[config.mk]
export PLATFORM = sky130hd
export DESIGN_NAME = drive_array
export DESIGN_NICKNAME = d
export VERILOG_FILES = /design/src/logic/drive_pkg.sv /design/src/logic/debug_tap.sv /design/src/logic/drive_array.sv /design/src/logic/pulse_width_encoder.sv /design/src/logic/pwm_channel.sv /design/src/logic/time_cnt_generator.sv
export VERILOG_INCLUDE_DIRS = /design/src /design/src/include
export SDC_FILE = /design/constraint.sdc
export NUM_CORES = 1
export LEC_CHECK = 0
export BUFFER_PORTS_ARGS = -buffer_cell sky130_fd_sc_hd__buf_2
export CAP_MARGIN = 20
export CELL_PAD_IN_SITES_DETAIL_PLACEMENT = 1
export CELL_PAD_IN_SITES_GLOBAL_PLACEMENT = 2
export CORE_ASPECT_RATIO = 0.6
export CORE_UTILIZATION = 30
export CTS_BUF_LIST = sky130_fd_sc_hd__clkbuf_16
export DETAILED_ROUTE_END_ITERATION = 10
export HOLD_SLACK_MARGIN = 0.08
export PLACE_DENSITY_LB_ADDON = 0.1
export SLEW_MARGIN = 0
export SYNTH_ARGS = -nofsm -noshare
export SYNTH_HDL_FRONTEND = slang
export SYNTH_SLANG_ARGS = --single-unit
[constraint.sdc]
create_clock -name clk -period 6.9 [get_ports clk]
set_clock_uncertainty 0.05 [all_clocks]
set_input_delay 1.035 -clock clk [delete_from_list [all_inputs] [get_ports clk]]
set_output_delay 1.035 -clock clk [all_outputs]
set_load 0.1 [all_outputs]
[src/include/drive_config.svh]
`ifndef DRIVE_CONFIG_SVH
`define DRIVE_CONFIG_SVH

// default number of transducer channels.
`define DRIVE_DEPTH 8

// carrier time counter width, one carrier period is 2**width steps.
`define DRIVE_CNT_WIDTH 8

// half the carrier period.
`define DRIVE_PW_MAX 128

`endif

[src/logic/drive_pkg.sv]
`include "drive_config.svh"

package drive_pkg;

  // amplitude request per transducer.
  typedef logic [7:0] intensity_t;

  // phase offset in time counter steps.
  typedef logic [7:0] phase_t;

  // high time in time counter steps, at most half a period.
  typedef logic [7:0] pulse_width_t;

  // carrier time counter.
  typedef logic [`DRIVE_CNT_WIDTH-1:0] time_cnt_t;

endpackage

[src/logic/debug_tap.sv]
`timescale 1ns/1ps
`include "drive_config.svh"

module debug_tap #(
  parameter int DEPTH = `DRIVE_DEPTH,
  localparam int SEL_W = (DEPTH > 1) ? $clog2(DEPTH) : 1
) (
  input  logic             clk,
  input  logic             rst,
  input  logic             pwm_out[DEPTH],
  input  logic [SEL_W-1:0] debug_sel,
  output logic             debug_out
);

  logic sel_ok;

  // selection past the last channel reads as idle.
  assign sel_ok = (int'(debug_sel) < DEPTH);

  always_ff @(posedge clk) begin
    if (rst) begin
      debug_out <= 1'b0;
    end else if (sel_ok) begin
      debug_out <= pwm_out[debug_sel];
    end else begin
      debug_out <= 1'b0;
    end
  end

  a_sel_range: assert property (
    @(posedge clk) disable iff (rst)
    sel_ok
  ) else $error("debug_sel %0d has no channel", debug_sel);

endmodule

[src/logic/drive_array.sv]
`timescale 1ns/1ps
`include "drive_config.svh"

module drive_array #(
  parameter int DEPTH = `DRIVE_DEPTH,
  localparam int SEL_W = (DEPTH > 1) ? $clog2(DEPTH) : 1
) (
  input  logic                  clk,
  input  logic                  rst,
  input  logic                  din_valid,
  input  drive_pkg::intensity_t intensity,
  input  drive_pkg::phase_t     phase,
  input  logic [7:0]            mod_value,
  input  logic [SEL_W-1:0]      debug_sel,
  output logic                  pwm_out[DEPTH],
  output logic                  debug_out,
  output drive_pkg::time_cnt_t  time_cnt
);

  logic                    update;
  drive_pkg::pulse_width_t pulse_width;
  drive_pkg::phase_t       phase_e;
  logic [DEPTH-1:0]        load;

  time_cnt_generator time_cnt_generator (
    .clk(clk),
    .rst(rst),
    .time_cnt(time_cnt),
    .update(update)
  );

  pulse_width_encoder #(
    .DEPTH(DEPTH)
  ) pulse_width_encoder (
    .clk(clk),
    .rst(rst),
    .din_valid(din_valid),
    .intensity(intensity),
    .phase(phase),
    .mod_value(mod_value),
    .pulse_width(pulse_width),
    .phase_e(phase_e),
    .load(load)
  );

  // one channel per transducer, all on the shared counter.
  for (genvar i = 0; i < DEPTH; i++) begin : g_ch
    pwm_channel pwm_channel (
      .clk(clk),
      .rst(rst),
      .time_cnt(time_cnt),
      .update(update),
      .load(load[i]),
      .pulse_width(pulse_width),
      .phase(phase_e),
      .pwm_out(pwm_out[i])
    );
  end

  debug_tap #(
    .DEPTH(DEPTH)
  ) debug_tap (
    .clk(clk),
    .rst(rst),
    .pwm_out(pwm_out),
    .debug_sel(debug_sel),
    .debug_out(debug_out)
  );

endmodule

[src/logic/pulse_width_encoder.sv]
`timescale 1ns/1ps
`include "drive_config.svh"

module pulse_width_encoder #(
  parameter int DEPTH = `DRIVE_DEPTH,
  localparam int IDX_W = (DEPTH > 1) ? $clog2(DEPTH) : 1
) (
  input  logic                   clk,
  input  logic                   rst,
  input  logic                   din_valid,
  input  drive_pkg::intensity_t  intensity,
  input  drive_pkg::phase_t      phase,
  input  logic [7:0]             mod_value,
  output drive_pkg::pulse_width_t pulse_width,
  output drive_pkg::phase_t      phase_e,
  output logic [DEPTH-1:0]       load
);

  // product of 8 bit intensity and 9 bit level.
  localparam int PROD_W = 17;
  // full scale product maps onto half the carrier period.
  localparam int SHIFT = 9;

  logic [IDX_W-1:0]  beat_idx; // channel the next beat belongs to.

  logic [PROD_W-1:0] prod_s1;
  drive_pkg::phase_t phase_s1;
  logic              valid_s1;
  logic [IDX_W-1:0]  idx_s1;

  // beat counter, wraps after the last channel.
  always_ff @(posedge clk) begin
    if (rst) begin
      beat_idx <= '0;
    end else if (din_valid) begin
      if (beat_idx == IDX_W'(DEPTH - 1)) begin
        beat_idx <= '0;
      end else begin
        beat_idx <= beat_idx + 1'b1;
      end
    end
  end

  // stage one, scale by the modulation level.
  always_ff @(posedge clk) begin
    prod_s1  <= intensity * ({1'b0, mod_value} + 9'd1);
    phase_s1 <= phase;
  end

  always_ff @(posedge clk) begin
    if (rst) begin
      valid_s1 <= 1'b0;
      idx_s1   <= '0;
    end else begin
      valid_s1 <= din_valid;
      idx_s1   <= beat_idx;
    end
  end

  // stage two, width and channel strobe.
  always_ff @(posedge clk) begin
    pulse_width <= prod_s1[PROD_W-1:SHIFT];
    phase_e     <= phase_s1;
  end

  always_ff @(posedge clk) begin
    if (rst) begin
      load <= '0;
    end else begin
      load <= '0;
      if (valid_s1) begin
        load[idx_s1] <= 1'b1;
      end
    end
  end

  // at most one channel takes each beat.
  a_load_onehot: assert property (
    @(posedge clk) disable iff (rst)
    $onehot0(load)
  ) else $error("load not one-hot: %b", load);

  // the width handed to a channel stays within half a period.
  a_pw_range: assert property (
    @(posedge clk) disable iff (rst)
    (|load) |-> (pulse_width <= `DRIVE_PW_MAX)
  ) else $error("pulse_width %0d out of range", pulse_width);

endmodule

[src/logic/pwm_channel.sv]
`timescale 1ns/1ps
`include "drive_config.svh"

module pwm_channel (
  input  logic                    clk,
  input  logic                    rst,
  input  drive_pkg::time_cnt_t    time_cnt,
  input  logic                    update,
  input  logic                    load,
  input  drive_pkg::pulse_width_t pulse_width,
  input  drive_pkg::phase_t       phase,
  output logic                    pwm_out
);

  drive_pkg::pulse_width_t width_shadow;
  drive_pkg::phase_t       phase_shadow;
  drive_pkg::pulse_width_t width_act;
  drive_pkg::phase_t       phase_act;
  drive_pkg::time_cnt_t    t_rel; // counter seen from the pulse start.

  always_ff @(posedge clk) begin
    if (rst) begin
      width_shadow <= '0;
      phase_shadow <= '0;
    end else if (load) begin
      width_shadow <= pulse_width;
      phase_shadow <= phase;
    end
  end

  // swap only at the period wrap so a pulse is never cut.
  always_ff @(posedge clk) begin
    if (rst) begin
      width_act <= '0;
      phase_act <= '0;
    end else if (update) begin
      width_act <= width_shadow;
      phase_act <= phase_shadow;
    end
  end

  assign t_rel = time_cnt - phase_act; // mod 256, so windows wrap past 255.

  always_ff @(posedge clk) begin
    if (rst) begin
      pwm_out <= 1'b0;
    end else begin
      pwm_out <= (t_rel < width_act);
    end
  end

  a_width_range: assert property (
    @(posedge clk) disable iff (rst)
    width_act <= `DRIVE_PW_MAX
  ) else $error("active width %0d out of range", width_act);

endmodule

[src/logic/time_cnt_generator.sv]
`timescale 1ns/1ps

module time_cnt_generator (
  input  logic                clk,
  input  logic                rst,
  output drive_pkg::time_cnt_t time_cnt,
  output logic                update
);

  localparam drive_pkg::time_cnt_t CNT_LAST = '1;

  always_ff @(posedge clk) begin
    if (rst) begin
      time_cnt <= '0;
      update   <= 1'b0;
    end else begin
      time_cnt <= time_cnt + 1'b1; // wraps at the top.
      // raised one step early so it lines up with the last count.
      update   <= (time_cnt == CNT_LAST - 1'b1);
    end
  end

  // update marks the wrap cycle and nothing else.
  a_update_at_wrap: assert property (
    @(posedge clk) disable iff (rst)
    update |-> (time_cnt == CNT_LAST)
  ) else $error("update high with time_cnt %0d", time_cnt);

endmodule

======== Word-level counts from Yosys, hierarchy flattened ========
Cells that the tools add are included.
cells by class
  $lt $le $gt $ge ......................... 11
  shifts and indexed selects .............. 0
  $mul .................................... 1
  equal/unequal tests ..................... 2
  add/sub/neg operators ................... 11
  bitwise operators ....................... 2
  muxes and demuxes ....................... 6
  reduce and logical (&&, ||, !) cells .... 2
  divide/modulo/power cells ............... 0
operator list
  operator                                                                       count
  8-bit less-than comparator                                                     8
  8-bit subtractor                                                               8
  8-bit by 17-bit multiplier with 17-bit output                                  1
  8-bit by 1-bit adder with 9-bit output (second input constant)                 1
  8-bit by 1-bit adder with 8-bit output (second input constant)                 1
  8-bit equality test (second input constant)                                    1
  4-bit >= comparator (second input constant)                                    1
  3-bit by 4-bit less-than comparator with 1-bit output (second input constant)  1
  3-bit NOT with 4-bit output                                                    1
  3-bit by 1-bit adder with 3-bit output (second input constant)                 1
  1-bit binary-select mux with 3-bit select                                      1
  1-bit demux with 3-bit select                                                  1
  3-bit equality test (second input constant)                                    1
  3-bit by 1-bit >= comparator with 1-bit output (second input constant)         1
  1-bit two-way mux                                                              3
  3-bit two-way mux                                                              1
  2-bit OR reduction                                                             1
  1-bit logical AND                                                              1
  1-bit NOT                                                                      1
word-level totals
  bits in read-only memories .............. 0
  latch bits .............................. 0
  register bits after elaboration ......... 330
  memories kept ........................... 0
  word-level logic and storage cells ...... 86
  output and inout bits ................... 17
  RAM bits ................................ 0

======== Longest topological paths before layout ========
  depth in word-level cells ............... 4
  depth in mapped cells ................... 19
  depth with buffers taken out ............ 18

======== Cells and area by module ========
A second synthesis with hierarchy kept.
unflattened totals
  cell total of the unflattened synthesis .. 1744
  area, all modules ....................... 17033.8 µm²
by module, submodules not included
  module               cells each  area each (µm²)  times used  seq. area each (µm²)
  pwm_channel          169         1641.6           8           660.6
  pulse_width_encoder  344         3448.3           1           940.9
  time_cnt_generator   39          359.1            1           180.2
  debug_tap            9           93.8             1           20.0

======== Least setup slack after synthesis ========
OpenSTA, ideal clock, no wires.
  path kind ............................... in2reg
  start ................................... input port mod_value[0]
  end ..................................... register pulse_width_encoder.prod_s1[13]
  stages on the path ...................... 17
  path buffers ............................ 0
  path slack .............................. 1.436 ns
  setup time .............................. 0.123 ns
  data arrival time ....................... 5.290 ns
  data required time ...................... 6.727 ns
  cell sequence ........................... ha_1 -> nand3_1 -> xor2_1 -> nor2b_1 -> fa_1 -> fa_1 -> fa_1 -> inv_1 -> fa_1 -> inv_1 -> ha_1 -> a21o_1 -> a21o_1 -> a21oi_1 -> o211a_1 -> o21bai_1 -> xor2_1
between the ends
  cells in the longest elaborated chain, start to end .. 2
RTL lines
  what                                           line                       RTL
  start, declared                                drive_array.sv:13          input logic [7:0] mod_value,
  8-bit by 1-bit adder with 9-bit output         pulse_width_encoder.sv:46  prod_s1 <= intensity * ({1'b0, mod_value} + 9'd1);
  8-bit by 17-bit multiplier with 17-bit output  pulse_width_encoder.sv:46
  end signal, assigned                           pulse_width_encoder.sv:46
  end, declared                                  pulse_width_encoder.sv:26  logic [PROD_W-1:0] prod_s1;
No other way between the ends.
A chain may end at the register's enable or synchronous reset.

======== Worst setup path after layout ========
Ends and elaborated chain as after synthesis.

==> results.json <==
{
  "cp.arrival_ns": 6.04,
  "cts.reportedPaths.clkPinSlew_ns": 0.06,
  "routabilityCongestion": 0.7296,
  "clock.fmax_mhz": 176.2,
  "dp_cells": 2414,
  "vias": 11288,
  "post_cts_buffers": 0,
  "routed_wl_um": 45420,
  "startpoint_type": "input port",
  "grt_usage": 0.1667,
  "clock-root-buffer": "clkbuf_16",
  "period_needed_ns": 5.676,
  "timing.final.hold_violations": 0,
  "dpl.hpwl_um": 31050,
  "cts_buffers": 35,
  "vdd_drop_max_mv": 0.1536,
  "routed_via_density": 4.553,
  "start_util": 0.3053,
  "synth_fp_nets": 1951,
  "cp-end-kind": "flip-flop",
  "num_rows": 66,
  "synth_most_common_cell": "dfxtp_1",
  "critical_path_class": "input port to flip-flop",
  "synth-edff-count": 0,
  "synthToLayoutAreaGrowth_pct": 12.73,
  "netlist.area_leader.share": 0.3867,
  "first_pass_iters": 4,
  "grt_use_met2": 0.2450,
  "status": "completed",
  "busiest_layer": "met1",
  "synth-async-reset-ratio": 0,
  "use_met3": 0.02564,
  "clock_path_buffers": 3,
  "ys_seq_elements": 321,
  "wl_per_cell_um": 18.32,
  "fin_area_um2": 18730,
  "postCtsResizedCells": 0,
  "yosysTopAreaCell": "dfxtp_1",
  "hold_path.class": "flip-flop to flip-flop",
  "setup-violations-final": 0,
  "rsz0062_at_grt": "no",
  "placed_cell_area_um2": 17530,
  "multiInputGateArea_um2": 9174,
  "yosys-top-cells-area": "dfxtp_1 39%, mux2i_1 16%, ha_1 11%",
  "nets": 1969,
  "synth_area_um2": 16620,
  "synth.distinct_cells": 48,
  "maxCapViolations": 0,
  "drt_iter0_markers": 438,
  "cellPowerDensity_nw_per_um2": 264.7,
  "die_h_um": 184.3,
  "area.sequential_um2": 6430,
  "slew_headroom": 0.2725,
  "io_pins": 47,
  "cts_tree": "yes",
  "fp.coreArea_um2": 54420,
  "grt_pass1_vias": 11764,
  "ys_warn_count": 0,
  "drive_gt1_frac": 0.07705,
  "final_max_slew_viol_count": 0,
  "cp_data_required_time_ns": 7.26,
  "worst_pin_slew_ns": 1.090,
  "die_width_um": 305.8,
  "n_fill_cell": 6127,
  "ys_top_cells_by_count": "321 x dfxtp_1, 301 x nor2_1, 259 x mux2i_1",
  "final_cells": 2479,
  "grt_max_degree": 117,
  "crit_fanout": 10,
  "holdBufCountCts": 0,
  "netlist_instances": 1721,
  "drc": 0,
  "grt_first_pass_wirelength_um": 71560,
  "clk_latency_ns": 0.53,
  "power.leakage_nw": 7.216,
  "ys_seq_area_frac": 0.3867,
  "timing.final.crit_share": 0.8226,
  "grt_overflow": 0,
  "synthFlopType": "dfxtp_1",
  "setup_tns_ns": 0,
  "ctsHtreeMaxLevel": 2,
  "n_antenna_cell": 0,
  "clock-sinks": 321,
  "postSynthAreaPerCell_um2": 9.655,
  "drtAntennaViolNets": 0,
  "grtUsageMet1": 0.2560,
  "antenna_found_initial": 5,
  "dieArea_um2": 56360,
  "io_buffer_count": 46
}
==> layout make-up <==
type | instances | share of cell area
sequential | 321 | 0.3433
inverter | 169 | 0.03387
tap | 714 | 0.04769
clock buffer | 37 | 0.04943
timing repair buffer | 68 | 0.02378
multi-input combinational | 1144 | 0.4897
clock inverter | 26 | 0.01222
==> metal layers <==
layer,vias to the layer above,routed length [um]
met5,-,0
met4,0,547
met3,49,1417
met2,97,18160
met1,5464,25290
li1,5678,-
==> worst paths after layout <==
kind / start / end / slack (ns) / cells past startpoint
setup / recovery: mod_value[0] / pulse_width_encoder.prod_s1[13] / 1.22 / 19
hold / removal: pulse_width_encoder.phase_s1[3] / pulse_width_encoder.phase_e[3] / 0.27 / 0
setup reg to reg: time_cnt_generator.time_cnt[0] / g_ch[5].pwm_channel.pwm_out / 2.74 / 14
hold reg to reg: pulse_width_encoder.phase_s1[3] / pulse_width_encoder.phase_e[3] / 0.27 / 0
==> sequential cells by signal, summed over array words and instances, names as in the netlist, 3 cells and up <==
| name | flops |
|---|---|
| pulse_width_encoder.phase_s1 | 8 |
| g_ch.pwm_channel.phase_act | 64 |
| pulse_width_encoder.idx_s1 | 3 |
| pulse_width_encoder.prod_s1 | 8 |
| pulse_width_encoder.phase_e | 8 |
| pulse_width_encoder.pulse_width | 8 |
| g_ch.pwm_channel.width_shadow | 64 |
| g_ch.pwm_channel.phase_shadow | 64 |
| g_ch.pwm_channel.width_act | 64 |
| time_cnt_generator.time_cnt | 8 |
| pulse_width_encoder.load | 8 |
| pulse_width_encoder.beat_idx | 3 |
| g_ch.pwm_channel.pwm_out | 8 |
==> cells by family after synthesis <==
family                   count (synthesis)  share of synthesized area
XOR/XNOR                                72                    0.03795
AND/OR/NAND/NOR                        473                     0.1284
AO/OA/AOI/OAI                          138                    0.05422
buffers and inverters                  256                    0.06122
multiplexers                           261                     0.1587
flip-flops                             321                     0.3867
adder cells (fa/ha/maj)                200                     0.1727
==> report_power, final <==
group,internal (W),switching (W)
sequential,0.00192,0.000186
combinational,0.000359,0.000556
clock,0.00112,0.000809
total,0.00341,0.00155
==> layout by cell type, fill, tap and decap left out, drive strengths merged, types with 3 or more instances in the layout <==
cell type / count
xor2: 28
clkinvlp: 4
o211ai: 8
xnor2: 44
nand2b: 13
a21o: 21
nand3: 8
nor2: 301
a2111oi: 8
bufinv: 4
dfxtp: 321
nor3: 13
and3: 5
or3: 4
clkinv: 14
and2: 21
a2bb2oi: 5
mux2i: 259
nand2: 35
nor2b: 59
fa: 49
o21bai: 9
o21ai: 22
or2: 4
inv: 173
a211oi: 8
buf: 68
clkbuf: 37
a21oi: 48
a21boi: 3
ha: 151
==> metrics by stage <==
step	hold slack [ns]	power, W	util	worst slack (ns)
2_1_floorplan	0.2596	0.002756	-	1.436
5_1_grt	0.2748	0.005282	0.3442	0.9642
3_5_place_dp	0.2632	0.003099	0.3222	0.6641
3_3_place_gp	0.2611	0.003092	0.3222	0.7869
6_report	0.2736	0.004958	0.3442	1.224
4_1_cts	0.2754	0.005080	0.3434	1.220
==> critical path: stages <==
cell and delay (ns):
buf_2 0.17, ha_1 0.24, nand3_1 0.11, nor2_1 0.08, xnor2_1 0.62, nor2b_1 0.13
fa_1 0.53, fa_1 0.44, fa_1 0.55, inv_1 0.05, fa_1 0.53, inv_1 0.05
ha_1 0.31, a21o_1 0.21, a21o_1 0.19, a21oi_1 0.34, o211a_1 0.24, o21bai_1 0.08
xor2_1 0.14
Power figures use the tool's default switching activity.
